## config.mk

```make
export PLATFORM = sky130hd
export DESIGN_NAME = io_registers
export DESIGN_NICKNAME = d
export VERILOG_FILES = /design/src/source/isa_pkg.sv /design/src/source/soc_pkg.sv /design/src/source/io_registers.sv
export SDC_FILE = /design/constraint.sdc
export NUM_CORES = 1
export LEC_CHECK = 0
export BUFFER_PORTS_ARGS = -buffer_cell sky130_fd_sc_hd__buf_2
export CAP_MARGIN = 30
export CORE_MARGIN = 5
export CORE_UTILIZATION = 43
export DETAILED_ROUTE_END_ITERATION = 8
export GPL_ROUTABILITY_DRIVEN = 0
export HOLD_SLACK_MARGIN = 0.08
export PLACE_DENSITY = 0.85
export SLEW_MARGIN = 20
export SYNTH_ARGS = -nofsm -noshare
export SYNTH_HDL_FRONTEND = slang
export SYNTH_SLANG_ARGS = --single-unit
```

## constraint.sdc

```tcl
create_clock -name clk -period 1.7 [get_ports clk]
set_input_delay 0.34 -clock clk [delete_from_list [all_inputs] [get_ports clk]]
set_output_delay 0.34 -clock clk [all_outputs]
set_load 0.1 [all_outputs]
```

## src/source/isa_pkg.sv

```systemverilog
package isa_pkg;

    localparam int data_width     = 32;  // Data, address and instruction width
    localparam int reg_index_bits = 4;
    localparam int imm_bits       = 16;
    localparam int op1_bits       = 6;
    localparam int op2_bits       = 8;

    typedef logic [data_width-1:0]     word_t;
    typedef logic [reg_index_bits-1:0] reg_index_t;
    typedef logic [op1_bits-1:0]       op1_t;
    typedef logic [op2_bits-1:0]       op2_t;
    typedef logic [1:0]                wb_src_t;

    localparam word_t inst_size = 32'd4;   // PC step in bytes
    localparam word_t start_pc  = 32'h0000_0100;

    // Low bit of each instruction field
    localparam int op1_lsb = 26;
    localparam int op2_lsb = 18;
    localparam int imm_lsb = 8;
    localparam int rd_lsb  = 8;
    localparam int rs_lsb  = 4;
    localparam int rt_lsb  = 0;

    localparam op1_t op1_alur = 6'b000000;
    localparam op1_t op1_lw   = 6'b010010;
    localparam op1_t op1_sw   = 6'b011010;
    localparam op1_t op1_addi = 6'b100000;
    localparam op1_t op1_andi = 6'b100100;
    localparam op1_t op1_ori  = 6'b100101;
    localparam op1_t op1_xori = 6'b100110;

    localparam op2_t op2_eq   = 8'b00001000;
    localparam op2_t op2_lt   = 8'b00001001;
    localparam op2_t op2_le   = 8'b00001010;
    localparam op2_t op2_ne   = 8'b00001011;
    localparam op2_t op2_add  = 8'b00100000;
    localparam op2_t op2_and  = 8'b00100100;
    localparam op2_t op2_or   = 8'b00100101;
    localparam op2_t op2_xor  = 8'b00100110;
    localparam op2_t op2_sub  = 8'b00101000;
    localparam op2_t op2_nand = 8'b00101100;
    localparam op2_t op2_nor  = 8'b00101101;
    localparam op2_t op2_nxor = 8'b00101110;
    localparam op2_t op2_rshf = 8'b00110000;
    localparam op2_t op2_lshf = 8'b00110001;

    // Write-back source select
    localparam wb_src_t wb_mem = 2'b01;
    localparam wb_src_t wb_alu = 2'b10;

    typedef struct packed {
        op1_t       op1;
        op2_t       op2;
        word_t      rs_value;
        word_t      rt_value;
        word_t      imm;       // Sign extended
        logic       use_imm;
        logic       mem_we;
        logic       mem_re;
        logic       reg_we;
        wb_src_t    wb_src;
        reg_index_t dst;
    } id_ex_t;

    typedef struct packed {
        word_t      alu_out;
        word_t      store_data;
        logic       mem_we;
        logic       mem_re;
        logic       reg_we;
        wb_src_t    wb_src;
        reg_index_t dst;
    } ex_mem_t;

    typedef struct packed {
        logic       we;
        reg_index_t index;
        word_t      data;
    } reg_write_t;

endpackage

```

## src/source/soc_pkg.sv

```systemverilog
package soc_pkg;

    localparam int imem_words       = 1024;
    localparam int imem_index_bits  = $clog2(imem_words);
    localparam int dmem_words       = 16384;
    localparam int dmem_index_bits  = $clog2(dmem_words);  // Address bits 15..2
    localparam int word_offset_bits = 2;                   // Byte offset inside a word

    // Memory-mapped I/O
    localparam isa_pkg::word_t addr_hex  = 32'hFFFF_F000;
    localparam isa_pkg::word_t addr_ledr = 32'hFFFF_F020;
    localparam isa_pkg::word_t addr_key  = 32'hFFFF_F080;

    localparam int hex_bits  = 24;
    localparam int ledr_bits = 10;
    localparam int key_bits  = 4;

    localparam logic [hex_bits-1:0] hex_reset = 24'hFEDEAD;

    typedef struct packed {
        logic                       we;
        logic [imem_index_bits-1:0] addr;  // Word address
        isa_pkg::word_t             data;
    } prog_write_t;

    typedef struct packed {
        logic [hex_bits-1:0]  hex;
        logic [ledr_bits-1:0] ledr;
    } board_out_t;

endpackage

```

## src/source/io_registers.sv

```systemverilog
`timescale 1ns/10ps

module io_registers (
    input  logic                clk,
    input  logic                reset,
    input  isa_pkg::ex_mem_t    ex_mem,
    output soc_pkg::board_out_t board
);

    logic hex_write;
    logic ledr_write;

    // Stores decoded by address in the MEM stage
    assign hex_write  = ex_mem.mem_we && (ex_mem.alu_out == soc_pkg::addr_hex);
    assign ledr_write = ex_mem.mem_we && (ex_mem.alu_out == soc_pkg::addr_ledr);

    always_ff @(posedge clk or posedge reset) begin
        if (reset) begin
            board.hex  <= soc_pkg::hex_reset;
            board.ledr <= '0;
        end else begin
            if (hex_write) begin
                board.hex <= ex_mem.store_data[soc_pkg::hex_bits-1:0];
            end
            if (ledr_write) begin
                board.ledr <= ex_mem.store_data[soc_pkg::ledr_bits-1:0];
            end
        end
    end

endmodule

```

==> results_dict.tcl, run 1 <==
set metrics [dict create \
    status "complete, no violations" \
    antenna_cells 0 \
    post-place-ws_ps -359 \
    synthesis.instances 83 \
    synth-compound-area-share 0 \
    grtUsageMet2 0.255 \
    cp_slowest_cell "or4_4" \
    worst_slew_pin_slew_ps 496 \
    ys_seq_elements 34 \
    grt.busiest_layer "met2" \
    die-area_um2 4710 \
    cts_tree "yes" \
    cpLargestDelayFamily "simple AND/OR/NAND/NOR gates" \
    maxSlewHeadroom 0.671 \
    reg_top3 "board x34" \
    viasPerCell 4.71 \
    grt_pass1_vias 1131 \
    path_clk_slew_ps 90 \
    cp.buffers_inverters 2 \
    drive_gt1_frac 0.856 \
    reg2reg_from "board[26]$_DFFE_PP0P_" \
    finalWorstSetupSlack_ps 5.27 \
    period_share 0.997 \
    top_register "board" \
    cts_sinks 34 \
    initial_core_util 0.443 \
    wl_per_cell_um 14.8 \
    largest_reg_flops 34 \
    insertion_delay_ps 320 \
    hold_path_depth 2 \
    period_minus_slack_ps 1690 \
    setup-tns-final_ps 0 \
    avgSynthCellArea_um2 17.8 \
    p_clk_frac 0.331 \
    grt_max_degree 35 \
    cts_root_buf "clkbuf_4" \
    dp_hpwl_mm 2.76 \
    criticalPathCategory "input port to register" \
    gr-usage-all-layers 0.152 \
    crit_path_end_kind "register" \
    cpPeakStageDelay_ps 530 \
    drt_pass1_iterations 4 \
    clockBufferDepth 2 \
    rsz0062_at_grt "yes" \
    syn_nets 158 \
    placedInstanceArea_um2 2060 \
    vias 1101 \
    grt_util_met3 0.0665 \
    seq_area_frac_synth 0.591 \
    cp_data_arrival_time_ps 1910 \
    die_w_um 68.6 \
    most-common-layout-cells "89 x buf_2, 20 x mux2_4, 18 x dfstp_2" \
    ir_drop_mv 0.490 \
    cts_max_level 2 \
    fin_skew_ps 0 \
    cellPowerDensity_nw_per_um2 634 \
    synth_mux_area_frac 0.310 \
    p_leak_nw 1.26 \
    finalHoldViolCount 0 \
    rows 21 \
    drtIter0Drc 12 \
    r2r-end "board[26]$_DFFE_PP0P_" \
    yosys_warnings 0 \
    cts_made_buffers 5 \
    synth_top_family_by_area "multiplexers" \
    holdWs_ps 245 \
    postRouteAntennaNets 0 \
    nets 262 \
    combPwrFrac 0.072 \
    maxCapViolations 0 \
    synth_area_um2 1480 \
    io_pins 109 \
    overflow 0 \
    synth_xor_area_frac 0 \
    drcViolationCount 0 \
    worstHoldEndpoint "board[27]$_DFFE_PP1P_" \
    post_cts.repair.setup_buffers 0 \
    synth_largest_area_cell "dfstp_2" \
    yosys.area_share.simple 0.0821 \
    crit_chain "buf_6 > or4_4 > nor4_4 > nand3b_4 > buf_12 > mux2_4" \
    setup_violations 0 \
    final_common_cell "buf_2" \
    antenna_found_initial 0 \
    synthAdderAreaFrac 0 \
    slew_violations 0 \
    area_growth_pct 44.8 \
    die_height_um 68.6 \
    worstSetupStartpointType "input port" \
    hp-class "input port to register" \
    pwr-share-seq 0.597 \
    core-area_um2 3340 \
    grt_pass1_wl_mm 5.09 \
    switching_share 0.213 \
    hold_path.startpoint "ex_mem[26]" \
    ys_top_cells_by_area "dfstp_2 32%, dfrtp_1 27%, mux2_4 20%, mux2_2 11%, nand4b_1 1.8%" \
    postLayoutCellArea_um2 2140 \
    fmax_mhz 590 \
    reg2reg_depth 1 \
    routed_wl_mm 3.45 \
    required_ps 1910 \
    ys_types 14 \
    p_switching_w 0.000289 \
    worstPathMaxFanout 15 \
    p_int_w 0.00107 \
    reg2reg_slack_ps 930 \
    synth_top_area_frac 0.320 \
    io_buffers 92 \
    met1_usage 0.170 \
]
[worst max path at each step]
stage | from | endpoint | cells after the start | slack (ps)
global route | ex_mem[52] | board[23]$_DFFE_PP0P_ | 6 | -5
finish | ex_mem[52] | board[26]$_DFFE_PP0P_ | 6 | 5
detailed placement | ex_mem[42] | board[11]$_DFFE_PP0P_ | 6 | -360
global placement | ex_mem[42] | board[23]$_DFFE_PP0P_ | 6 | -350
CTS | ex_mem[52] | board[26]$_DFFE_PP0P_ | 6 | 4
floorplan | ex_mem[42] | board[11]$_DFFE_PP0P_ | 5 | -230
[power by group through the flow]
stage | clock network (W) | logic [W] | registers, W
2_1_floorplan | 0 | 0.0000204 | 0.000825
3_3_place_gp | 0 | 0.0000934 | 0.000825
3_5_place_dp | 0 | 0.0000961 | 0.000825
4_1_cts | 0.000473 | 0.0000980 | 0.000811
5_1_grt | 0.000518 | 0.000109 | 0.000811
6_report | 0.000449 | 0.0000984 | 0.000811
[cells in the mapped netlist]
cell,number
dfrtp_1,16
nand4b_1,3
inv_1,1
mux2_2,14
dfstp_2,18
nor4_1,1
buf_6,2
nor4_4,1
nand4_1,3
or4_4,1
nand3b_4,1
or4_1,1
nand3_2,1
mux2_4,20
[per-layer routing]
layer / up-vias / share of wire
li1: 515 / -
met1: 516 / 0.37
met2: 64 / 0.48
met3: 6 / 0.14
met4: 0 / 0.011
met5: - / 0
[layout make-up]
cell class	count	area (µm²)
multi-input combinational	46	579
fill	255	1190
clock buffer	7	55.1
inverter	1	3.75
sequential	34	873
clock inverter	1	5.00
timing repair buffer	99	568
tap	46	57.6
[logic make-up after synthesis]
group,count (synthesis)
flip-flops,34
buffers and inverters,3
AND/OR/NAND/NOR,12
multiplexers,34
[per-stage QoR]
stage | power [W] | instances | utilization
final | 0.00136 | 234 | 0.642
after CTS | 0.00138 | 234 | 0.637
after floorplan | 0.000845 | 83 | -
after detailed placement | 0.000921 | 225 | 0.616
after global placement | 0.000918 | 225 | 0.616
after global routing | 0.00144 | 234 | 0.642
[what timing repair did]
action | CTS | global route
gates cloned | 0 | 0
endpoints found under the hold margin | 2 | 0
endpoints found under the setup margin | 2 | 4
hold buffers | 1 | 0
pin swaps | 1 | 0
gates resized for setup | 0 | 3
(Power assumes the default switching activity.)
==> inputs of run 2 (changes only) <==
--- a/config.mk
+++ b/config.mk
@@ -5,14 +5,15 @@
 export SDC_FILE = /design/constraint.sdc
 export NUM_CORES = 1
 export LEC_CHECK = 0
+export ABC_AREA = 1
 export BUFFER_PORTS_ARGS = -buffer_cell sky130_fd_sc_hd__buf_2
 export CAP_MARGIN = 30
 export CORE_MARGIN = 5
-export CORE_UTILIZATION = 43
+export CORE_UTILIZATION = 44
 export DETAILED_ROUTE_END_ITERATION = 8
 export GPL_ROUTABILITY_DRIVEN = 0
 export HOLD_SLACK_MARGIN = 0.08
-export PLACE_DENSITY = 0.85
+export PLACE_DENSITY = 0.84
 export SLEW_MARGIN = 20
 export SYNTH_ARGS = -nofsm -noshare
 export SYNTH_HDL_FRONTEND = slang
==> constraint.sdc (replaced) <==
create_clock -name clk -period 1.7 [get_ports clk]
set_input_delay 0.34 -clock clk [delete_from_list [all_inputs] [get_ports clk]]
set_output_delay 0.34 -clock clk [all_outputs]
set_load 0.01 [all_outputs]
==> run 2 against run 1 <==
Net effect:
- setup slack improved by 410 ps
- critical endpoint is now board[30]
- highest routed layer unchanged
- sequential cell count unchanged
- count of clock-buffer cells in the layout unchanged
==> results_dict.tcl, run 2 <==
set metrics [dict create \
    status "complete, no violations" \
    synth_top_area_frac 0.293 \
    cp_data_arrival_time_ps 940 \
    cellPowerDensity_nw_per_um2 691 \
    synth_largest_area_cell "dfstp_2" \
    die-area_um2 4980 \
    antenna_cells 0 \
    io_pins 109 \
    finalWorstSetupSlack_ps 416 \
    setup-tns-final_ps 0 \
    slew_violations 0 \
    reg_top3 "board x34" \
    ir_drop_mv 0.265 \
    ys_top_cells_by_area "dfstp_2 29%, dfrtp_1 25%, nand2_1 19%, nand4_1 13%, nor2_1 2.3%" \
    grt.busiest_layer "met2" \
    gr-usage-all-layers 0.168 \
    drt_pass1_iterations 5 \
    overflow 0 \
    cpLargestDelayFamily "flip-flops" \
    ys_types 16 \
    post_cts.repair.setup_buffers 0 \
    yosys_most_used_dff "dfstp_2" \
    required_ps 1360 \
    reg2reg_slack_ps 980 \
    final_common_cell "buf_2" \
    fmax_mhz 779 \
    core-area_um2 3610 \
    reg2reg_from "board[13]$_DFFE_PP1P_" \
    crit_start "board[30]$_DFFE_PP1P_" \
    hp-class "input port to asynchronous set/reset pin" \
    avgSynthCellArea_um2 8.77 \
    period_share 0.755 \
    maxSlewHeadroom 0.726 \
    cp_slowest_cell "dfstp_2" \
    drive_gt1_frac 0.466 \
    die_w_um 70.5 \
    ys_seq_elements 34 \
    cts_max_level 2 \
    io_buffers 92 \
    largest_reg_flops 34 \
    synthesis.instances 184 \
    synth_area_um2 1610 \
    ys_async_sr_fraction 1.00 \
    synth_edf_count 0 \
    cts_sinks 34 \
    p_leak_nw 1.30 \
    vias 1610 \
    grtUsageMet2 0.283 \
    dp_hpwl_mm 3.14 \
    setup.worst_path.end "board[30]" \
    grt_pass1_vias 1525 \
    r2r-end "board[13]$_DFFE_PP1P_" \
    grt_util_met3 0.0455 \
    cts_tree "yes" \
    grt_pass1_wl_mm 6.76 \
    setup_violations 0 \
    worstPathMaxFanout 2 \
    die_height_um 70.5 \
    routed_wl_mm 4.25 \
    cts_root_buf "clkbuf_8" \
    holdWs_ps 145 \
    period_minus_slack_ps 1280 \
    worst_slew_pin_slew_ps 411 \
    postRouteAntennaNets 0 \
    drcViolationCount 0 \
    yosys_warnings 0 \
    synth_most_common_cell "nand2_1" \
    cts_hold_buffers 0 \
    rows 22 \
    cpPeakStageDelay_ps 540 \
    path_clk_slew_ps 70 \
    nets 355 \
    grt_max_degree 35 \
    synthTopCellsByCount "82 x nand2_1, 34 x nand4_1, 18 x dfstp_2, 16 x dfrtp_1, 10 x nor2_1" \
    top_register "board" \
    syn_nets 259 \
    met1_usage 0.208 \
    initial_core_util 0.447 \
    wl_per_cell_um 12.9 \
    crit_chain "buf_2" \
    criticalPathCategory "register to output pin" \
    maxCapViolations 0 \
    viasPerCell 4.89 \
    clockBufferDepth 2 \
    most-common-layout-cells "92 x buf_2, 82 x nand2_1, 34 x nand4_1" \
    cts_made_buffers 5 \
    finalHoldViolCount 0 \
    antenna_found_initial 0 \
    fin_skew_ps 0 \
    cp.buffers_inverters 1 \
    area_growth_pct 37.0 \
    crit_path_end_kind "output pin" \
    post-place-ws_ps 216 \
    cts-resized-gates 0 \
    insertion_delay_ps 280 \
    rsz0062_at_grt "no" \
    worstSetupStartpointType "register" \
    path_depth 1 \
    reg2reg_depth 2 \
    drtIter0Drc 109 \
    seq_area_frac_synth 0.542 \
]
## run 2: cell count changes in the layout (fill, tap and decap cells not counted), moves of 3 or more
cell,previous run,this run
mux2_2,14,0
buf_2,89,92
buf_4,3,8
nor2_1,0,10
nand4_1,3,34
inv_1,1,5
nand2_1,0,82
buf_12,3,0
clkbuf_4,6,0
nand4b_1,3,0
mux2_4,20,0
clkbuf_8,1,6
## run 2: cell type report
| cell class | count | area [µm²] |
|---|---|---|
| repair buffers | 100 | 520 |
| multi-input cells | 134 | 646 |
| clock inverters | 1 | 5.00 |
| clock buffers | 7 | 86.3 |
| well taps | 48 | 60.1 |
| inverters | 5 | 18.8 |
| fillers | 339 | 1400 |
| flip-flops and latches | 34 | 873 |
## run 2: kinds of logic (layout without fill, tap and decap cells)
family        count (synthesis)  after routing  synth area share
buf+inv                      16            113            0.0582
flops                        34             34             0.542
simple gates                134            134             0.400
## run 2: how the worst min path moves through the flow
stage | start | endpoint | slack, ps
5_1_grt | reset | board[3]$_DFFE_PP0P_ | 190
6_report | reset | board[23]$_DFFE_PP0P_ | 140
4_1_cts | reset | board[23]$_DFFE_PP0P_ | 150
2_1_floorplan | ex_mem[9] | board[10]$_DFFE_PP1P_ | 460
3_3_place_gp | reset | board[9]$_DFFE_PP0P_ | 440
3_5_place_dp | reset | board[23]$_DFFE_PP0P_ | 450
## run 2: per-stage QoR
| stage | area, µm² | utilization | total power [W] | cells |
|---|---|---|---|---|
| after global placement | 2120 | 0.587 | 0.000939 | 321 |
| after global routing | 2210 | 0.613 | 0.00158 | 329 |
| after CTS | 2210 | 0.613 | 0.00154 | 329 |
| final | 2210 | 0.613 | 0.00153 | 329 |
| after detailed placement | 2120 | 0.587 | 0.000942 | 321 |
| after floorplan | 1610 | - | 0.000860 | 184 |
## run 2: routing by layer
layer	wire length [µm]	vias to the layer above
met5	0	-
met4	47	0
met3	397	4
met2	2120	76
met1	1680	726
li1	-	804
## run 2: where the power goes
part	switching (W)	total (W)	internal, W
combinational	0.0000578	0.000116	0.0000583
sequential	0.00000000000427	0.000811	0.000811
clock	0.000272	0.000598	0.000326
