## config.mk

```make
export PLATFORM = sky130hd
export DESIGN_NAME = decode_stage
export DESIGN_NICKNAME = d
export VERILOG_FILES = /design/src/source/isa_pkg.sv /design/src/source/decode_stage.sv
export SDC_FILE = /design/constraint.sdc
export NUM_CORES = 1
export LEC_CHECK = 0
export BUFFER_PORTS_ARGS = -buffer_cell sky130_fd_sc_hd__clkbuf_2
export CORE_AREA = 3 3 129 131
export DETAILED_ROUTE_END_ITERATION = 10
export DIE_AREA = 0 0 132 134
export PLACE_DENSITY = 0.62
export SETUP_SLACK_MARGIN = 0.4
export SYNTH_ARGS = -nofsm -noshare
export SYNTH_HDL_FRONTEND = slang
export SYNTH_SLANG_ARGS = --single-unit
```

## constraint.sdc

```tcl
create_clock -name clk -period 4.98 [get_ports clk]
set_clock_uncertainty 0.15 [all_clocks]
set_input_delay 1.494 -clock clk [delete_from_list [all_inputs] [get_ports clk]]
set_output_delay 1.494 -clock clk [all_outputs]
set_load 0.005 [all_outputs]
```

## src/source/isa_pkg.sv

```systemverilog
package isa_pkg;

    localparam int data_width     = 32;  // Data, address and instruction width
    localparam int reg_index_bits = 4;
    localparam int imm_bits       = 16;
    localparam int op1_bits       = 6;
    localparam int op2_bits       = 8;

    typedef logic [data_width-1:0]     word_t;
    typedef logic [reg_index_bits-1:0] reg_index_t;
    typedef logic [op1_bits-1:0]       op1_t;
    typedef logic [op2_bits-1:0]       op2_t;
    typedef logic [1:0]                wb_src_t;

    localparam word_t inst_size = 32'd4;   // PC step in bytes
    localparam word_t start_pc  = 32'h0000_0100;

    // Low bit of each instruction field
    localparam int op1_lsb = 26;
    localparam int op2_lsb = 18;
    localparam int imm_lsb = 8;
    localparam int rd_lsb  = 8;
    localparam int rs_lsb  = 4;
    localparam int rt_lsb  = 0;

    localparam op1_t op1_alur = 6'b000000;
    localparam op1_t op1_lw   = 6'b010010;
    localparam op1_t op1_sw   = 6'b011010;
    localparam op1_t op1_addi = 6'b100000;
    localparam op1_t op1_andi = 6'b100100;
    localparam op1_t op1_ori  = 6'b100101;
    localparam op1_t op1_xori = 6'b100110;

    localparam op2_t op2_eq   = 8'b00001000;
    localparam op2_t op2_lt   = 8'b00001001;
    localparam op2_t op2_le   = 8'b00001010;
    localparam op2_t op2_ne   = 8'b00001011;
    localparam op2_t op2_add  = 8'b00100000;
    localparam op2_t op2_and  = 8'b00100100;
    localparam op2_t op2_or   = 8'b00100101;
    localparam op2_t op2_xor  = 8'b00100110;
    localparam op2_t op2_sub  = 8'b00101000;
    localparam op2_t op2_nand = 8'b00101100;
    localparam op2_t op2_nor  = 8'b00101101;
    localparam op2_t op2_nxor = 8'b00101110;
    localparam op2_t op2_rshf = 8'b00110000;
    localparam op2_t op2_lshf = 8'b00110001;

    // Write-back source select
    localparam wb_src_t wb_mem = 2'b01;
    localparam wb_src_t wb_alu = 2'b10;

    typedef struct packed {
        op1_t       op1;
        op2_t       op2;
        word_t      rs_value;
        word_t      rt_value;
        word_t      imm;       // Sign extended
        logic       use_imm;
        logic       mem_we;
        logic       mem_re;
        logic       reg_we;
        wb_src_t    wb_src;
        reg_index_t dst;
    } id_ex_t;

    typedef struct packed {
        word_t      alu_out;
        word_t      store_data;
        logic       mem_we;
        logic       mem_re;
        logic       reg_we;
        wb_src_t    wb_src;
        reg_index_t dst;
    } ex_mem_t;

    typedef struct packed {
        logic       we;
        reg_index_t index;
        word_t      data;
    } reg_write_t;

endpackage

```

## src/source/decode_stage.sv

```systemverilog
`timescale 1ns/10ps

module decode_stage (
    input  logic                clk,
    input  logic                reset,
    input  isa_pkg::word_t      inst,
    output isa_pkg::reg_index_t rs_index,
    output isa_pkg::reg_index_t rt_index,
    input  isa_pkg::word_t      rs_value,
    input  isa_pkg::word_t      rt_value,
    input  isa_pkg::ex_mem_t    ex_mem,
    input  isa_pkg::reg_write_t reg_write,
    output logic                stall,
    output isa_pkg::id_ex_t     id_ex
);

    isa_pkg::op1_t                op1;
    isa_pkg::op2_t                op2;
    logic [isa_pkg::imm_bits-1:0] imm;
    isa_pkg::reg_index_t          rd;
    logic                         is_nop;
    logic                         is_alur;
    logic                         is_lw;
    logic                         is_sw;
    logic                         is_imm_alu;
    logic                         rt_used;
    logic                         rs_hazard;
    logic                         rt_hazard;
    isa_pkg::id_ex_t              decoded;

    assign op1      = inst[isa_pkg::op1_lsb +: isa_pkg::op1_bits];
    assign op2      = inst[isa_pkg::op2_lsb +: isa_pkg::op2_bits];
    assign imm      = inst[isa_pkg::imm_lsb +: isa_pkg::imm_bits];
    assign rd       = inst[isa_pkg::rd_lsb +: isa_pkg::reg_index_bits];
    assign rs_index = inst[isa_pkg::rs_lsb +: isa_pkg::reg_index_bits];
    assign rt_index = inst[isa_pkg::rt_lsb +: isa_pkg::reg_index_bits];

    // All-zero word would otherwise decode as an ALU op
    assign is_nop     = (inst == '0);
    assign is_alur    = !is_nop && (op1 == isa_pkg::op1_alur);
    assign is_lw      = (op1 == isa_pkg::op1_lw);
    assign is_sw      = (op1 == isa_pkg::op1_sw);
    assign is_imm_alu = (op1 == isa_pkg::op1_addi) || (op1 == isa_pkg::op1_andi) ||
                        (op1 == isa_pkg::op1_ori)  || (op1 == isa_pkg::op1_xori);

    always_comb begin
        decoded          = '0;
        decoded.op1      = op1;
        decoded.op2      = op2;
        decoded.rs_value = rs_value;
        decoded.rt_value = rt_value;
        decoded.imm      = {{(isa_pkg::data_width - isa_pkg::imm_bits){imm[isa_pkg::imm_bits-1]}},
                            imm};
        decoded.use_imm  = is_lw || is_sw || is_imm_alu;
        decoded.mem_we   = is_sw;
        decoded.mem_re   = is_lw;
        decoded.reg_we   = is_alur || is_lw || is_imm_alu;
        decoded.wb_src   = is_lw ? isa_pkg::wb_mem : isa_pkg::wb_alu;
        decoded.dst      = is_alur ? rd : rt_index;   // Immediate forms and LW write rt
    end

    // Sources compared against every write still in flight
    assign rt_used = is_alur || is_sw;

    assign rs_hazard = (rs_index != '0) && (
                       (id_ex.reg_we  && (id_ex.dst == rs_index)) ||
                       (ex_mem.reg_we && (ex_mem.dst == rs_index)) ||
                       (reg_write.we  && (reg_write.index == rs_index)));

    assign rt_hazard = (rt_index != '0) && (
                       (id_ex.reg_we  && (id_ex.dst == rt_index)) ||
                       (ex_mem.reg_we && (ex_mem.dst == rt_index)) ||
                       (reg_write.we  && (reg_write.index == rt_index)));

    assign stall = rs_hazard || (rt_used && rt_hazard);

    always_ff @(posedge clk or posedge reset) begin
        if (reset) begin
            id_ex <= '0;
        end else begin
            id_ex <= stall ? '0 : decoded;    // Bubble while waiting
        end
    end

    bubble_is_quiet: assert property (@(posedge clk) disable iff (reset)
        stall |=> !id_ex.reg_we && !id_ex.mem_we);

endmodule

```

==> results.txt, run 1 <==
----------------------------------------------------
[Outcome]
  Outcome ... complete, no violations

[Placement]
  Number of cells after detailed placement ... approximately 720
  Port Buffer Count ... 236
  Post-detail-place hpwl ... about 8700 um
  GP Congestion ... between 0.7 and 0.8

[Synth]
  Cell taking the most area after synthesis ... dfrtp_1
  Post-synth EDFFs ... 0
  Gate count of the mapped netlist ... 320
  Share of synthesized area occupied by flip-flops and latches ... a little under three fifths
  Top cells by area, synth ... dfrtp_1, nor3b_2, nor3b_1
  Seq cells post-synth ... between 90 and 100
  Main flop type after synthesis ... dfrtp_1
  Average cell area after synthesis ... roughly 14 um^2
  Synthesized Nets ... around 530
  Synthesized cell area ... between 4000 and 5000 um^2
  Async set or reset register ratio after synthesis ... 100%
  Synth Warn # ... 0
  Library cells used by synthesis ... 34
  Top cell type's share of synthesized area ... between 50 and 60%

[Drt]
  Count of antenna-violating nets left after detailed routing ... 0
  Count of routing violations after the opening detailed-route iteration ... between 100 and 150
  Number of optimization iterations in the first detailed-route pass ... 4
  Via total after detailed routing ... between 3000 and 4000
  WL/cell ... ~16 um
  Number of vias per cell after detailed routing ... 4.18
  DRC violations left ... 0
  Total length of routed wires ... 11900 um

[Cells and area]
  Flip-flop count of the largest register, all copies and words added ... slightly below 100
  Layout cell share with drive strength beyond 1 ... between 60% and 70%
  Regs by FF count ... id_ex x97
  Diodes inserted ... 0
  Number of standard cells in the final layout excluding fillers ... 741
  Layout net count ... 728
  Growth of design area from synthesis to finish ... 33.1%
  Register with the most flip-flops ... id_ex

[Hold path]
  Cell depth of the worst min-delay path ... 5
  Class of the tightest hold or removal check ... reg2reg
  Startpoint of the tightest hold check path ... id_ex[0]
  Hold EP ... id_ex[114]

[Clock network]
  Skew-Pair Late Insertion Delay ... 340 ps
  H-tree Lvls ... 3
  Clk slew on worst S/H paths ... approximately 70 ps
  Clock sink total ... 97
  TritonCTS clock tree ... built
  Clock tree root buffer cell ... clkbuf_16
  Maximum buffer depth of the clock tree ... 2
  Number of buffers added by the clock tree synthesis step ... 9

[Global route]
  Pin count of the biggest net entering global routing ... 68
  Number of global-route vias before repair ... around 3200
  Wire length of the first global-routing pass ... around 18000 um
  GRT Overall Usage ... a little over an eighth
  GRT overflow ... 0
  Initial antenna violation count ... 0

[Setup path]
  Destination of the worst register-to-register timing path ... id_ex[46]
  Crit path max-delay cell type ... or4_4
  Worst-case register-to-register setup slack ... 2120 ps
  Crit path capture type ... output pin
  Crit. Startpoint ... inst[0]
  CP Class ... in2out
  Ordered cell list for the critical path ... clkbuf_2, or4_4, o211ai_2, a31oi_4, or2_1, clkbuf_2
  Endpoint arrival time on the critical path ... ~2800 ps
  Length in cells of the worst reg-to-reg path ... 7
  Critical path fanouts, max ... 6
  Critical Path Max Stage Delay ... slightly below 600 ps
  Crit Reg-Reg Startpoint ... id_ex[2]
  Cell occurring most often along the worst timing path ... clkbuf_2
  CP startpoint kind ... input pin
  Crit path required time ... 3340 ps

[Timing]
  Setup Viol. Count Final ... 0
  Ratio of final minimum period to clock period ... 89.3%
  Normalized max-slew margin ... between 30 and 40%
  Total count of max-transition violations in the final report ... 0
  Unrepaired setup endpoints after global routing ... false
  Setup TNS ... 0 ps
  F_max ... roughly 220 MHz
  Number of hold-slack violations in the final timing report ... 0
  Slew @ Worst Pin ... 922 ps
  Post-layout min period ... 4440 ps

[Power]
  Static leakage power ... 2.95 nW
  Pwr per Cell Area ... about 320 nW/um^2
  Final total power ... 1.89 mW
  Worst voltage drop across the vdd grid ... ~0.14 mV

[Floorplan]
  Die Height ... between 100 and 150 um
  Initial standard-cell utilization of the core ... between 20 and 30%
  Die extent in x ... between 100 and 150 um
  Number of primary I/O pins ... between 300 and 400
  Cell Rows ... 46
  Core ar. ... between 15000 and 20000 um^2
  Overall die area ... 17700 um^2

[Job]
  Maximum Capacitance Violations ... 0

----------------------------------------------------
## worst max-delay path: cells and delay by family
kind / cells / cell delay [ps]
buffers and inverters: 2 / 300
AND/OR/NAND/NOR: 2 / 830
AO/OA/AOI/OAI: 2 / 180
## where the power goes
part | switching, mW | leakage, nW | total [mW] | internal (mW)
logic | 0.127 | 1.64 | 0.259 | 0.132
registers | 0.0222 | 1.15 | 0.867 | 0.845
clock network | 0.304 | 0.163 | 0.759 | 0.456
total | 0.453 | 2.95 | 1.89 | 1.43
## through the flow
stage	setup slack, ps	hold slack, ps	util, %	cell area, um^2
4_1_cts	405	807	36.9	5800
3_3_place_gp	402	795	34.8	5470
5_1_grt	423	998	37.0	5820
6_report	535	902	37.0	5820
2_1_floorplan	655	676	-	4370
3_5_place_dp	375	801	34.8	5470
## cells in the final DEF, fill, tap and decap left out, types with 2 or more instances in the layout
cell	synthesis	layout
and4_1	3	3
mux2i_1	4	4
inv_1	3	2
a21oi_1	2	2
nor4_1	5	5
nor2_1	4	4
nor3_2	10	9
clkinv_4	0	3
and3_1	3	3
nand3_1	4	4
nor3b_1	32	32
clkbuf_2	0	236
buf_4	31	6
o21ai_0	2	2
clkbuf_16	0	9
xnor2_1	10	10
nor3_1	7	7
xor2_1	11	11
or2_2	2	2
dfrtp_1	97	97
nor3b_2	52	52
bufinv_16	0	2
nand2_1	3	3
## cell families after synthesis
logic type,after synthesis,share of synthesized area (%)
AO/OA/AOI/OAI,10,1.63
XOR/XNOR,21,4.21
adder cells (fa/ha/maj),1,0.229
buffers and inverters,56,9.79
flip-flops,97,55.5
multiplexers,4,0.916
AND/OR/NAND/NOR,131,27.7
## cells in the mapped netlist, types with 3 or more instances
library cell / n
and3_1: 3
and4_1: 3
buf_2: 9
buf_4: 31
buf_6: 12
dfrtp_1: 97
inv_1: 3
mux2i_1: 4
nand2_1: 3
nand3_1: 4
nor2_1: 4
nor3_1: 7
nor3_2: 10
nor3b_1: 32
nor3b_2: 52
nor4_1: 5
xnor2_1: 10
xor2_1: 11
## final cells by class
| type | count | area (um^2) |
|---|---|---|
| sequential | 97 | 2430 |
| inverter | 3 | 13.8 |
| tap | 216 | 270 |
| clock inverter | 6 | 91.3 |
| clock buffer | 10 | 239 |
| multi-input combinational | 167 | 1550 |
| timing repair buffer | 242 | 1230 |
| fill | 1588 | 9900 |
## how the worst max path moves through the flow
stage | end | slack, ps | depth (start not counted)
3_5_place_dp | stall | 380 | 7
5_1_grt | stall | 420 | 7
2_1_floorplan | stall | 660 | 7
4_1_cts | stall | 400 | 7
3_3_place_gp | stall | 400 | 7
6_report | stall | 540 | 6
## per-layer routing
metal,vias to the layer above,wire (um),share of wire [%],global-route usage (%)
met2,135,5780,49,21.3
li1,1465,-,-,-
met4,0,218,1.8,5.02
met1,1483,5110,43,17.0
met3,16,758,6.4,3.64
met5,-,0,0,0
## what timing repair did
| item | 4_1_cts | 5_1_grt |
|---|---|---|
| hold buffers | 0 | 0 |
| pin swaps | 0 | 1 |
| setup buffers | 0 | 1 |
| endpoints found under the setup margin | 1 | 1 |
| gates resized for setup | 1 | 1 |
(Power assumes the default switching activity.)
==> inputs of run 2 (changes only) <==
Settings changed: RECOVER_POWER set to 25.
==> results.txt, run 2 (synthesis results as in run 1) <==
----------------------------------------------------
[Timing]
  Worst Hold Margin ... 902 ps (+0.0180 ps)
  Number of hold-slack violations in the final timing report ... 0 (unchanged)
  Post-layout min period ... 4450 ps (+0.925 ps)
  Normalized max-slew margin ... -70.8% (-110 points)
  Setup TNS ... 0 ps (unchanged)
  Total count of max-transition violations in the final report ... 67 (+67)
  F_max ... 225 MHz (about the same)
  Slew @ Worst Pin ... 2560 ps (+1640 ps)
  Ratio of final minimum period to clock period ... 89.3% (about the same)
  Setup Viol. Count Final ... 0 (unchanged)
  Unrepaired setup endpoints after global routing ... false

[Power]
  Static leakage power ... 2.93 nW (-0.78%)
  Pwr per Cell Area ... 325 nW/um^2 (+0.16%)
  Worst voltage drop across the vdd grid ... 0.140 mV (about the same)

[Setup path]
  End point of the critical path ... stall
  Crit path required time ... 3340 ps (about the same)
  Endpoint arrival time on the critical path ... 2800 ps (about the same)
  Worst-case register-to-register setup slack ... 2110 ps (about the same)
  CP startpoint kind ... input pin
  Crit Reg-Reg Startpoint ... id_ex[2]
  Crit path capture type ... output pin
  CP Class ... in2out
  Destination of the worst register-to-register timing path ... id_ex[46]
  Crit. Startpoint ... inst[0]
  Critical path fanouts, max ... 6 (unchanged)
  Length in cells of the worst reg-to-reg path ... 7 (unchanged)

[Hold path]
  Startpoint of the tightest hold check path ... id_ex[0]
  Class of the tightest hold or removal check ... reg2reg
  Cell depth of the worst min-delay path ... 5 (unchanged)

[Drt]
  Total length of routed wires ... 11900 um (+0.19%)
  Via total after detailed routing ... 3090 (-0.29%)
  Number of vias per cell after detailed routing ... 4.17 (-0.29%)
  Number of optimization iterations in the first detailed-route pass ... 4 (unchanged)
  DRC violations left ... 0 (unchanged)
  WL/cell ... 16.0 um (+0.19%)
  Count of routing violations after the opening detailed-route iteration ... 113 (+1.8%)
  Count of antenna-violating nets left after detailed routing ... 0 (unchanged)

[Cells and area]
  Register with the most flip-flops ... id_ex
  Diodes inserted ... 0 (unchanged)
  Layout net count ... 728 (unchanged)
  Growth of design area from synthesis to finish ... 32.8%
  Regs by FF count ... id_ex x97
  Most frequent cells in the layout ... clkbuf_2, dfrtp_1, nor3b_2
  Number of standard cells in the final layout excluding fillers ... 741 (unchanged)
  Flip-flop count of the largest register, all copies and words added ... 97 (unchanged)
  Layout cell share with drive strength beyond 1 ... 61.1% (-1.7 points)
  Most common cell after layout, fill and taps aside ... clkbuf_2

[Placement]
  Number of cells after detailed placement ... 724 (unchanged)
  GP Congestion ... 0.744 (unchanged)
  Port Buffer Count ... 236 (unchanged)
  Post-detail-place hpwl ... 8740 um (unchanged)

[Floorplan]
  Initial standard-cell utilization of the core ... 27.8% (unchanged)
  Number of primary I/O pins ... 337 (unchanged)
  Core ar. ... 15700 um^2 (unchanged)
  Die extent in x ... 132 um (unchanged)
  Die Height ... 134 um (unchanged)
  Cell Rows ... 46 (unchanged)
  Overall die area ... 17700 um^2 (unchanged)

[Clock network]
  Count of hold-fix buffers inserted at cts ... 0 (unchanged)
  Number of buffers added by the clock tree synthesis step ... 9 (unchanged)
  Clock sink total ... 97 (unchanged)
  Skew-Pair Late Insertion Delay ... 340 ps (about the same)
  H-tree Lvls ... 3 (unchanged)
  Clock tree root buffer cell ... clkbuf_16
  TritonCTS clock tree ... built
  Clk slew on worst S/H paths ... 70 ps (about the same)
  Maximum buffer depth of the clock tree ... 2 (unchanged)

[Global route]
  Pin count of the biggest net entering global routing ... 68 (unchanged)
  Wire length of the first global-routing pass ... 18300 um (unchanged)
  GRT overflow ... 0 (unchanged)
  GRT Overall Usage ... 13.2% (unchanged)
  Number of global-route vias before repair ... 3186 (unchanged)
  Initial antenna violation count ... 0 (unchanged)

[Job]
  Maximum Capacitance Violations ... 1 (+1)

[Outcome]
  Violated checks ... capacitance limit, slew limit
  Outcome ... complete, but fails checks

----------------------------------------------------
run 2: cell counts in the layout (fill, tap and decap cells not counted):
No cell type changed its count.
run 2: critical path, cell delays in order:
cell	delay [ps]
clkbuf_2	170
or4_4	590
o211ai_2	130
a31oi_4	50
or2_1	240
clkbuf_2	130
run 2: metrics by stage:
stage          area (um^2)  util (%)  setup slack [ps]  power, mW
3_5_place_dp          5470      34.8               375       1.15
6_report              5800      36.9               534       1.88
3_3_place_gp          5470      34.8               402       1.14
2_1_floorplan         4370         -               655       1.02
5_1_grt               5800      36.9               423       1.98
4_1_cts               5800      36.9               405       1.93
run 2: worst min path at each step:
| stage | slack, ps | to |
|---|---|---|
| after floorplan | 680 | id_ex[114] |
| after global placement | 800 | id_ex[114] |
| after detailed placement | 800 | id_ex[114] |
| after CTS | 810 | id_ex[114] |
| after global routing | 1000 | id_ex[114] |
| final | 900 | id_ex[114] |
run 2: final cells by class:
type                            instances  area, um^2
Clock buffer                           10         239
Timing Repair Buffer                  242        1220
Multi-Input combinational cell        167        1550
Inverter                                3        11.3
Sequential cell                        97        2430
Clock inverter                          6        91.3
Tap cell                              216         270
Fill cell                            1595        9910
run 2: layer usage:
| layer | routed length (um) | track usage (%) | part of all wire, % |
|---|---|---|---|
| met1 | 5130 | 17.0 | 43 |
| met2 | 5800 | 21.3 | 49 |
| met3 | 744 | 3.64 | 6.3 |
| met4 | 218 | 5.02 | 1.8 |
| met5 | 0 | 0 | 0 |
run 2: timing repair:
action                     CTS  global route
buffers inserted             0             1
cloned                       0             0
gates resized for setup      1             1
pin swaps                    0             1
setup endpoints to repair    1             1
run 2: power breakdown:
part	leakage, nW	internal, mW	switching (mW)	total [mW]
clock	0.163	0.456	0.304	0.760
combinational	1.61	0.131	0.127	0.258
sequential	1.15	0.845	0.0222	0.867
total	2.93	1.43	0.453	1.88
