$ cat config.mk
export PLATFORM = sky130hd
export DESIGN_NAME = execute_stage
export DESIGN_NICKNAME = d
export VERILOG_FILES = /design/src/source/isa_pkg.sv /design/src/source/execute_stage.sv
export SDC_FILE = /design/constraint.sdc
export NUM_CORES = 1
export LEC_CHECK = 0
export BUFFER_PORTS_ARGS = -buffer_cell sky130_fd_sc_hd__buf_2
export CORE_AREA = 2 2 212 214
export CTS_CLUSTER_SIZE = 24
export DETAILED_ROUTE_END_ITERATION = 6
export DIE_AREA = 0 0 214 216
export PLACE_DENSITY = 0.51
export SLEW_MARGIN = 10
export SYNTH_ARGS = -nofsm -noshare
export SYNTH_HDL_FRONTEND = slang
export SYNTH_SLANG_ARGS = --single-unit
$ cat constraint.sdc
create_clock -name clk -period 4.8 [get_ports clk]
set_input_delay 0.72 -clock clk [delete_from_list [all_inputs] [get_ports clk]]
set_output_delay 0.72 -clock clk [all_outputs]
set_load 0.01 [all_outputs]
$ cat src/source/isa_pkg.sv
package isa_pkg;

    localparam int data_width     = 32;  // Data, address and instruction width
    localparam int reg_index_bits = 4;
    localparam int imm_bits       = 16;
    localparam int op1_bits       = 6;
    localparam int op2_bits       = 8;

    typedef logic [data_width-1:0]     word_t;
    typedef logic [reg_index_bits-1:0] reg_index_t;
    typedef logic [op1_bits-1:0]       op1_t;
    typedef logic [op2_bits-1:0]       op2_t;
    typedef logic [1:0]                wb_src_t;

    localparam word_t inst_size = 32'd4;   // PC step in bytes
    localparam word_t start_pc  = 32'h0000_0100;

    // Low bit of each instruction field
    localparam int op1_lsb = 26;
    localparam int op2_lsb = 18;
    localparam int imm_lsb = 8;
    localparam int rd_lsb  = 8;
    localparam int rs_lsb  = 4;
    localparam int rt_lsb  = 0;

    localparam op1_t op1_alur = 6'b000000;
    localparam op1_t op1_lw   = 6'b010010;
    localparam op1_t op1_sw   = 6'b011010;
    localparam op1_t op1_addi = 6'b100000;
    localparam op1_t op1_andi = 6'b100100;
    localparam op1_t op1_ori  = 6'b100101;
    localparam op1_t op1_xori = 6'b100110;

    localparam op2_t op2_eq   = 8'b00001000;
    localparam op2_t op2_lt   = 8'b00001001;
    localparam op2_t op2_le   = 8'b00001010;
    localparam op2_t op2_ne   = 8'b00001011;
    localparam op2_t op2_add  = 8'b00100000;
    localparam op2_t op2_and  = 8'b00100100;
    localparam op2_t op2_or   = 8'b00100101;
    localparam op2_t op2_xor  = 8'b00100110;
    localparam op2_t op2_sub  = 8'b00101000;
    localparam op2_t op2_nand = 8'b00101100;
    localparam op2_t op2_nor  = 8'b00101101;
    localparam op2_t op2_nxor = 8'b00101110;
    localparam op2_t op2_rshf = 8'b00110000;
    localparam op2_t op2_lshf = 8'b00110001;

    // Write-back source select
    localparam wb_src_t wb_mem = 2'b01;
    localparam wb_src_t wb_alu = 2'b10;

    typedef struct packed {
        op1_t       op1;
        op2_t       op2;
        word_t      rs_value;
        word_t      rt_value;
        word_t      imm;       // Sign extended
        logic       use_imm;
        logic       mem_we;
        logic       mem_re;
        logic       reg_we;
        wb_src_t    wb_src;
        reg_index_t dst;
    } id_ex_t;

    typedef struct packed {
        word_t      alu_out;
        word_t      store_data;
        logic       mem_we;
        logic       mem_re;
        logic       reg_we;
        wb_src_t    wb_src;
        reg_index_t dst;
    } ex_mem_t;

    typedef struct packed {
        logic       we;
        reg_index_t index;
        word_t      data;
    } reg_write_t;

endpackage

$ cat src/source/execute_stage.sv
`timescale 1ns/10ps

module execute_stage (
    input  logic             clk,
    input  logic             reset,
    input  isa_pkg::id_ex_t  id_ex,
    output isa_pkg::ex_mem_t ex_mem
);

    isa_pkg::word_t operand_a;
    isa_pkg::word_t operand_b;
    isa_pkg::word_t alu_out;

    assign operand_a = id_ex.rs_value;
    assign operand_b = id_ex.use_imm ? id_ex.imm : id_ex.rt_value;

    always_comb begin
        case (id_ex.op1)
            isa_pkg::op1_alur: begin
                case (id_ex.op2)
                    isa_pkg::op2_eq:   alu_out = isa_pkg::word_t'(operand_a == operand_b);
                    isa_pkg::op2_lt:   alu_out = isa_pkg::word_t'($signed(operand_a) <
                                                                  $signed(operand_b));
                    isa_pkg::op2_le:   alu_out = isa_pkg::word_t'($signed(operand_a) <=
                                                                  $signed(operand_b));
                    isa_pkg::op2_ne:   alu_out = isa_pkg::word_t'(operand_a != operand_b);
                    isa_pkg::op2_add:  alu_out = operand_a + operand_b;
                    isa_pkg::op2_and:  alu_out = operand_a & operand_b;
                    isa_pkg::op2_or:   alu_out = operand_a | operand_b;
                    isa_pkg::op2_xor:  alu_out = operand_a ^ operand_b;
                    isa_pkg::op2_sub:  alu_out = operand_a - operand_b;
                    isa_pkg::op2_nand: alu_out = ~(operand_a & operand_b);
                    isa_pkg::op2_nor:  alu_out = ~(operand_a | operand_b);
                    isa_pkg::op2_nxor: alu_out = ~(operand_a ^ operand_b);
                    isa_pkg::op2_rshf: alu_out = $signed(operand_a) >>> operand_b; // Arithmetic
                    isa_pkg::op2_lshf: alu_out = operand_a << operand_b;
                    default:           alu_out = '0;
                endcase
            end
            isa_pkg::op1_lw,
            isa_pkg::op1_sw,
            isa_pkg::op1_addi: alu_out = operand_a + operand_b;    // Also the memory address
            isa_pkg::op1_andi: alu_out = operand_a & operand_b;
            isa_pkg::op1_ori:  alu_out = operand_a | operand_b;
            isa_pkg::op1_xori: alu_out = operand_a ^ operand_b;
            default:           alu_out = '0;
        endcase
    end

    always_ff @(posedge clk or posedge reset) begin
        if (reset) begin
            ex_mem <= '0;
        end else begin
            ex_mem.alu_out    <= alu_out;
            ex_mem.store_data <= id_ex.rt_value;
            ex_mem.mem_we     <= id_ex.mem_we;
            ex_mem.mem_re     <= id_ex.mem_re;
            ex_mem.reg_we     <= id_ex.reg_we;
            ex_mem.wb_src     <= id_ex.wb_src;
            ex_mem.dst        <= id_ex.dst;
        end
    end

    // Decode never marks one instruction as both load and store
    load_store_exclusive: assert property (@(posedge clk) disable iff (reset)
        !(ex_mem.mem_we && ex_mem.mem_re));

endmodule

==> flow_summary.toml, run 1 <==
[placement]
gp_congestion = 1.044
hpwl_mm = 64.03
numPortBuffers = 194

[clock_network]
cts_max_level = 3
cts_resized = 0
clock_tree.buffer_depth = 2
cts-buffers-inserted = 9
cts_root_buffer = "clkbuf_16"
cts_tree = "done"
postCtsSetupBuffers = 0
ctsHoldBuffers = 0
clk_pin_slew_ns = 0.07
clock-sinks = 73

[run_status]
status = "completed"

[critical_path]
path_class = "input pin to flop"
crit_fanout = 34
cp.arrival_ns = 4.70
startpoint_type = "input pin"
worstSetupEndpointType = "flop"
critPathRequiredTime_ns = 5.06

[synthesis]
netlist_area_sq_um = 13020
ys_types = 77
postSynthAreaPerCell_sq_um = 6.916
ys_warn_count = 0
synth_edf_count = 0
synth-seq-cells = 73
synth_flop_cell = "dfrtp_1"
synth_nets = 2116
synth_cells = 1882
async_flop_share = 1.000
ys_seq_area_frac = 0.1403

[detailed_routing]
post_drt_wl_per_cell_um = 28.45
drtIter0Drc = 2171
routed_wl_mm = 79.27
vias = 16780
viasPerCell = 6.021
drc = 0
ant_nets = 0
drt-pass1-iter-count = 7

[cells_and_area]
nets = 2423
n_antenna_cell = 0
fin_util = 0.3738
top_regs = "ex_mem: 73 flops"
area_growth_pct = 25.90
largest_register_ffs = 73
regMostFlops = "ex_mem"
drive_gt1_frac = 0.2274

[sta]
fmax_mhz = 225.4
fin_setup_tns_ns = 0
min_period_ns = 4.437
report.final.slew_viol_count = 0
timing.final.crit_share = 0.9244
tightest_slew_ns = 1.163
max_slew_margin = 0.2146
setup-violations-final = 0
rsz0062_at_grt = "false"
finalHoldViolCount = 0

[floorplan]
fp.dieH_um = 216
io_pins = 195
rows = 77
core_area_sq_um = 43840
start_util = 0.2969
dieArea_sq_um = 46220
die_w_um = 214

[pwr]
power_density_nw_per_um2 = 199.2
power_leakage_nw = 7.526
ir_drop_uv = 178.8
power_mw = 3.264

[global_route]
antenna_found_initial = 0
grt_max_degree = 63
grt.overflow.total = 0
grtUsageTotal = 0.3339
grt_pass1_vias = 15900
grt_pass1_wl_mm = 112.1

[flow_run]
drv_cap = 0

[min_path]
min_delay_path_depth = 1
hold_class = "input pin to flop"
[synth_stat cells (23+ instances only)]
| cell type | instances | area (sq um) |
|---|---|---|
| nor2_1 | 233 | 874.6 |
| a21oi_1 | 195 | 975.9 |
| nand2_1 | 188 | 705.7 |
| o21ai_0 | 158 | 790.8 |
| ha_1 | 110 | 1376 |
| inv_1 | 103 | 386.6 |
| mux2i_1 | 103 | 1031 |
| clkbuf_1 | 86 | 322.8 |
| dfrtp_1 | 73 | 1827 |
| o22ai_1 | 41 | 256.5 |
| nor3_1 | 39 | 195.2 |
| a211oi_1 | 38 | 285.3 |
| o211ai_1 | 38 | 285.3 |
| buf_2 | 32 | 160.2 |
| xnor2_1 | 29 | 254.0 |
| nand3_1 | 27 | 135.1 |
| o221ai_1 | 26 | 227.7 |
| a21o_1 | 23 | 172.7 |
[layer usage]
layer	part of all wire	global-route usage	routed length (um)
met5	0	0	0
met2	0.42	0.4985	33430
met3	0.11	0.08696	8668
met1	0.42	0.4527	33490
met4	0.046	0.1420	3674
[final cells by class]
type,count,area [sq um]
timing repair buffer,434,2848
multi-input combinational,1564,10270
tap,592,740.7
inverter,107,402.9
clock buffer,9,225.2
fill,4821,27450
sequential,73,1827
clock inverter,7,76.32
[worst max-delay path: stages]
cell and delay (ns):
buf_2 0.14, buf_12 0.23, mux2i_1 0.22, buf_4 0.18
ha_1 0.29, nor3_1 0.26, buf_4 0.19, nand2_1 0.06
o32ai_1 0.41, o21ai_0 0.35, a31oi_1 0.32, o22ai_1 0.15
nand2b_1 0.21, a221oi_1 0.34, mux2_2 0.37, mux2i_1 0.12
o21ai_0 0.08
[cell usage in the layout (no fill, tap or decap), types with 7 or more instances in the layout]
master,instances
a211oi_1,38
a21o_1,23
a21oi_1,195
a221o_1,8
a221oi_1,20
a22oi_1,15
a31oi_1,18
and2_1,7
and3_1,15
buf_2,194
buf_4,234
clkbuf_16,9
dfrtp_1,73
ha_1,110
inv_1,100
mux2_2,7
mux2i_1,102
mux4_2,11
nand2_1,188
nand2b_1,17
nand3_1,27
nand4_1,10
nor2_1,232
nor2b_1,15
nor3_1,38
nor4_1,16
o211ai_1,38
o21a_1,7
o21ai_0,157
o21ai_1,7
o21bai_1,8
o221ai_1,26
o22ai_1,41
o311ai_0,9
o31ai_1,17
or2_2,9
or3_1,12
xnor2_1,29
xor2_1,9
[metrics by stage]
stage	area (sq um)	worst slack, ns	hold slack, ns	std cells
6_report	16390	0.3627	0.4422	2786
5_1_grt	16390	0.1476	0.4285	2786
4_1_cts	16390	0.4316	0.4170	2786
3_5_place_dp	16090	0.01117	0.8293	2770
3_3_place_gp	16090	-0.02495	0.8292	2770
2_1_floorplan	13020	0.1066	0.7514	1882
[path summary, 6_finish.rpt]
| check | from | endpoint | slack, ns |
|---|---|---|---|
| setup / recovery | id_ex[9] | ex_mem[72] | 0.36 |
| max in group asynchronous | reset | ex_mem[51] | 3.37 |
| min in group asynchronous | reset | ex_mem[7] | 0.48 |
| hold / removal | id_ex[0] | ex_mem[0] | 0.44 |
[where the power goes]
part / total, mW / leakage [nW] / switching, mW / internal, mW
Clock: 0.748 / 0.148 / 0.339 / 0.408
Combinational: 1.87 / 6.46 / 1.18 / 0.689
Sequential: 0.650 / 0.919 / 0.00768 / 0.642
Total: 3.26 / 7.53 / 1.52 / 1.74
[kinds of logic (layout without fill, tap and decap cells)]
family,count (synthesis),after routing,share of synthesized area
mux,124,124,0.1088
fa+ha+maj,112,112,0.1088
xor+xnor,38,38,0.02557
flops,73,73,0.1403
buf+inv,245,557,0.07459
simple gates,608,608,0.2096
compound gates,682,682,0.3323
Power figures use the tool's default switching activity.
==> run 2: changes to the inputs <==
--- a/config.mk
+++ b/config.mk
@@ -6,11 +6,14 @@
 export NUM_CORES = 1
 export LEC_CHECK = 0
 export BUFFER_PORTS_ARGS = -buffer_cell sky130_fd_sc_hd__buf_2
+export CELL_PAD_IN_SITES_DETAIL_PLACEMENT = 1
+export CELL_PAD_IN_SITES_GLOBAL_PLACEMENT = 2
 export CORE_AREA = 2 2 212 214
+export CTS_BUF_LIST = sky130_fd_sc_hd__clkbuf_16
 export CTS_CLUSTER_SIZE = 24
 export DETAILED_ROUTE_END_ITERATION = 6
 export DIE_AREA = 0 0 214 216
-export PLACE_DENSITY = 0.51
+export PLACE_DENSITY = 0.79
 export SLEW_MARGIN = 10
 export SYNTH_ARGS = -nofsm -noshare
 export SYNTH_HDL_FRONTEND = slang
==> run 2 against run 1 <==
  * Core utilization decreased by 0.86 points
  * Sequential share of layout area is 0.26 points higher
  * Cell count down 1.7%
  * Clock power decreased by 3%
  * Wire length up 3.2%
  * Hold slack worse by 0.088 ns
  * Die area unchanged
  * Critical path depth is 2 lower
  * Maximum frequency decreased by 2.6%
  * Critical endpoint is now ex_mem[55]
==> flow_summary.toml, run 2 (synthesis results as in run 1) <==
[run_status]
status = "completed"

[pwr]
comb_power_share = 0.571
clkPwrFrac = 0.227
p_switching_mw = 1.568
power_leakage_nw = 7.284
internal_power_mw = 1.644
power_density_nw_per_um2 = 200.7
p_sw_frac = 0.4882
power.share.sequential = 0.202
ir_drop_uv = 153.5

[critical_path]
worstSetupEndpointType = "flop"
slowest_delay_ns = 0.71
path_class = "input pin to flop"
cpMostUsedCell = "buf_4"
cp_cell_sequence = "buf_2 > buf_4 > mux2i_4 > inv_2 > fa_1 > a21o_1 > a21oi_1 > nor4b_1 > o21a_1 > o21ai_1 > buf_4 > nand2_1 > xor2_1 > a2111oi_1 > o211ai_1"
critPathRequiredTime_ns = 5.04
cp.arrival_ns = 4.80
startpoint_type = "input pin"
cp_slowest_cell = "a2111oi_1"
crit_fanout = 7

[floorplan]
start_util = 0.2969
io_pins = 195
rows = 77
fp.dieH_um = 216
dieArea_sq_um = 46220
core_area_sq_um = 43840
die_w_um = 214

[detailed_routing]
drc = 0
routed_wl_mm = 81.79
drt-pass1-iter-count = 6
post_drt_wl_per_cell_um = 29.85
ant_nets = 0
drtIter0Drc = 1906
viasPerCell = 6.165
vias = 16890

[cells_and_area]
finalInstanceArea_sq_um = 16010
layout_commonest_cell = "nor2_1"
fillCellCount = 5607
multi_input_area_sq_um = 10270
regMostFlops = "ex_mem"
n_antenna_cell = 0
largest_register_ffs = 73
top_regs = "ex_mem: 73 flops"
drive_gt1_frac = 0.2114
area_growth_pct = 22.99
layout_common_cells = "nor2_1 (232), a21oi_1 (195), buf_2 (194)"
nets = 2377
ff_latch_area_sq_um = 1827

[min_path]
hold_class = "input pin to asynchronous set/reset pin"

[sta]
tightest_slew_ns = 1.010
fmax_mhz = 219.5
whs_ns = 0.3538
timing.final.crit_share = 0.9493
finalHoldViolCount = 0
report.final.slew_viol_count = 0
max_slew_margin = 0.3249
min_period_ns = 4.557
setup-violations-final = 0
fin_setup_tns_ns = 0
rsz0062_at_grt = "false"

[global_route]
antenna_found_initial = 3
grtUsageTotal = 0.3431
grt.overflow.total = 0
grt_pass1_wl_mm = 116.5
grt_pass1_vias = 16770
grt_max_degree = 63

[placement]
gp_congestion = 1.058
hpwl_mm = 65.39
post_dp_cell_area_sq_um = 15720
numPortBuffers = 194

[clock_network]
clock_tree.buffer_depth = 2
cts_max_level = 3
clk_pin_slew_ns = 0.08
ctsHoldBuffers = 0
cts-buffers-inserted = 9
postCtsSetupBuffers = 0
clock-sinks = 73
cts_tree = "done"
cts_root_buffer = "clkbuf_16"

[flow_run]
drv_cap = 0
[run 2: cell types whose count changed in the layout (fill, tap and decap cells not counted), sizes merged]
cell      delta
inv          +1
clkinvlp     +1
clkinv       -1
buf         -46
bufinv       -1
[run 2: per-stage QoR]
step / utilization / power (mW) / setup slack (ns) / cells
2_1_floorplan: - / 1.681 / 0.1066 / 1882
3_3_place_gp: 0.3585 / 2.407 / -0.2341 / 2724
3_5_place_dp: 0.3585 / 2.429 / -0.1825 / 2724
4_1_cts: 0.3650 / 3.171 / 0.2074 / 2740
5_1_grt: 0.3652 / 3.355 / 0.01715 / 2740
6_report: 0.3652 / 3.212 / 0.2435 / 2740
[run 2: final cells by class]
type                            instances  share of cell area
Sequential cell                        73              0.1141
Clock inverter                          7            0.003830
Clock buffer                            9             0.01407
Multi-Input combinational cell       1564              0.6418
Timing Repair Buffer                  388              0.1547
Inverter                              107             0.02517
Tap cell                              592             0.04627
[run 2: per-layer routing]
metal | vias to the layer above | share of wire | global-route usage
met3 | 186 | 0.096 | 0.06991
met1 | 8379 | 0.42 | 0.4554
met5 | - | 0.00033 | 0
li1 | 7413 | - | -
met2 | 910 | 0.44 | 0.5418
met4 | 4 | 0.044 | 0.1406
[run 2: worst paths after layout]
path | startpoint | to | slack (ns) | cells past startpoint
min in group clk | id_ex[8] | ex_mem[8] | 0.43 | 1
worst max-delay path | id_ex[9] | ex_mem[55] | 0.24 | 15
worst min-delay path | reset | ex_mem[59] | 0.35 | 2
max in group asynchronous | reset | ex_mem[36] | 3.36 | 3
[run 2: power groups by stage]
stage                     sequential, mW  combinational (mW)  clock [mW]
final                              0.650                1.83       0.729
after floorplan                    0.677                1.00           0
after global routing               0.653                1.94       0.764
after detailed placement           0.662                1.77           0
after global placement             0.661                1.75           0
after CTS                          0.651                1.78       0.743
[run 2: worst max-delay path, delay by kind of cell]
| family | cells | cell delay [ns] |
|---|---|---|
| adder cells (fa/ha/maj) | 1 | 0.42 |
| multiplexers | 1 | 0.49 |
| AND/OR/NAND/NOR | 2 | 0.36 |
| AO/OA/AOI/OAI | 6 | 1.82 |
| XOR/XNOR | 1 | 0.25 |
| buffers and inverters | 4 | 0.74 |
[run 2: timing repair]
item                                    CTS  global route
endpoints found under the setup margin    0             2
resized for setup                         0             2
endpoints found under the hold margin     0             0
==> run 3: changes to the inputs <==
--- a/config.mk
+++ b/config.mk
@@ -13,7 +13,7 @@
 export CTS_CLUSTER_SIZE = 24
 export DETAILED_ROUTE_END_ITERATION = 6
 export DIE_AREA = 0 0 214 216
-export PLACE_DENSITY = 0.79
+export PLACE_DENSITY_LB_ADDON = 0.1
 export SLEW_MARGIN = 10
 export SYNTH_ARGS = -nofsm -noshare
 export SYNTH_HDL_FRONTEND = slang
==> run 3 against run 2 <==
  * The flow now finishes with violations (DRC)
  * Power rose by 5.6%
  * Cell count rose by 1.6%
  * Sequential power barely moved
  * Flip-flop and latch count did not move
  * Worst setup slack got worse by 0.048 ns
  * Critical endpoint is now ex_mem[64]
==> flow_summary.toml, run 3 (synthesis results as in run 1) <==
[floorplan]
fp.dieH_um = 216
rows = 77
io_pins = 195
dieArea_sq_um = 46220
start_util = 0.2969
die_w_um = 214
core_area_sq_um = 43840

[placement]
placed_cells = 2763
hpwl_mm = 68.87
gp_congestion = 1.039
numPortBuffers = 194
place_ws_ns = -0.4217
post_dp_cell_area_sq_um = 16050

[global_route]
grt_pass1_vias = 16790
grt_pass1_wl_mm = 120.2
grt.overflow.total = 0
grtUsageTotal = 0.3573
grt_max_degree = 68
antenna_found_initial = 4

[sta]
report.final.slew_viol_count = 0
max_slew_margin = 0.3168
tightest_slew_ns = 1.022
layout_setup_ws_ns = 0.1950
timing.final.crit_share = 0.9594
fin_setup_tns_ns = 0
min_period_ns = 4.605
fmax_mhz = 217.2
finalHoldViolCount = 0
rsz0062_at_grt = "false"
setup-violations-final = 0

[pwr]
power_mw = 3.393
power_density_nw_per_um2 = 206.8
power_leakage_nw = 7.509
ir_drop_uv = 166.5

[clock_network]
cts-buffers-inserted = 9
cts_root_buffer = "clkbuf_16"
ctsHoldBuffers = 0
clk_pin_slew_ns = 0.07
cts_tree = "done"
clock_tree.buffer_depth = 2
cts_max_level = 3
clock-sinks = 73
postCtsSetupBuffers = 0

[critical_path]
worstSetupEndpointType = "flop"
cp.arrival_ns = 4.83
crit_fanout = 24
startpoint_type = "input pin"
path_class = "input pin to flop"
critPathRequiredTime_ns = 5.02

[cells_and_area]
nets = 2416
layout_commonest_cell = "nor2_1"
layout_common_cells = "nor2_1 (232), buf_4 (226), a21oi_1 (195)"
finalInstanceArea_sq_um = 16410
top_regs = "ex_mem: 73 flops"
largest_register_ffs = 73
area_growth_pct = 26.06
instances_no_fill = 2783
regMostFlops = "ex_mem"
drive_gt1_frac = 0.2277

[run_status]
violations = "DRC"
status = "finished with violations"

[detailed_routing]
drt-pass1-iter-count = 7
drc = 3
post_drt_wl_per_cell_um = 30.60
drtIter0Drc = 1641
routed_wl_mm = 85.15
vias = 16950
ant_nets = 0
viasPerCell = 6.089

[flow_run]
drv_cap = 0

[min_path]
hold_class = "input pin to asynchronous set/reset pin"
==> run 3: cell count changes in the layout (fill, tap and decap cells not counted), sizes merged <==
cell      change
clkinvlp      -2
clkinv        +2
diode         +4
buf          +39
inv           -2
bufinv        +2
==> run 3: worst max-delay path by stage <==
stage,startpoint,end,slack [ns],cells past startpoint
floorplan,id_ex[9],ex_mem[41],0.11,16
global placement,id_ex[9],ex_mem[72],-0.33,16
detailed placement,id_ex[9],ex_mem[72],-0.42,17
CTS,id_ex[9],ex_mem[72],0.05,18
global route,id_ex[9],ex_mem[72],0.01,18
finish,id_ex[9],ex_mem[64],0.20,18
==> run 3: routing by layer <==
metal | track usage | up-vias | part of all wire
met4 | 0.1508 | 2 | 0.044
met1 | 0.4867 | 8497 | 0.44
met5 | 0 | - | 0.00015
met2 | 0.5573 | 803 | 0.44
met3 | 0.05891 | 149 | 0.079
li1 | - | 7496 | -
==> run 3: area by class of cell <==
type / count / area, sq um
timing repair buffer: 427 / 2803
antenna: 4 / 10.01
clock inverter: 7 / 102.6
tap: 592 / 740.7
multi-input combinational: 1564 / 10300
inverter: 107 / 402.9
clock buffer: 9 / 225.2
sequential: 73 / 1827
fill: 5588 / 27430
==> run 3: critical path, cell delays in order <==
cell and delay [ns]:
buf_2 0.24, buf_8 0.28, mux2i_1 0.40, buf_4 0.21, ha_1 0.26, nor4_2 0.34
buf_4 0.18, o31ai_1 0.09, a31oi_1 0.38, o21ai_0 0.14, buf_4 0.16, and3_1 0.20
o21ai_0 0.27, xnor2_1 0.22, nor2_1 0.08, o31ai_1 0.29, buf_4 0.18, o221ai_1 0.15
==> run 3: power by group <==
| group | internal (mW) | switching, mW | total (mW) |
|---|---|---|---|
| logic | 0.691 | 1.23 | 1.92 |
| clock network | 0.463 | 0.363 | 0.826 |
| registers | 0.642 | 0.00741 | 0.649 |
==> run 3: repair_timing <==
| action | in CTS | in global routing |
|---|---|---|
| hold endpoints to repair | 0 | 0 |
| cloned | 0 | 0 |
| gates resized for setup | 1 | 4 |
| endpoints found under the setup margin | 1 | 4 |
==> run 3: through the flow <==
stage               hold slack [ns]  utilization
floorplan                    0.7514            -
global placement             0.8293       0.3660
detailed placement           0.8302       0.3660
CTS                          0.4224       0.3737
global route                 0.4309       0.3741
finish                       0.4139       0.3743
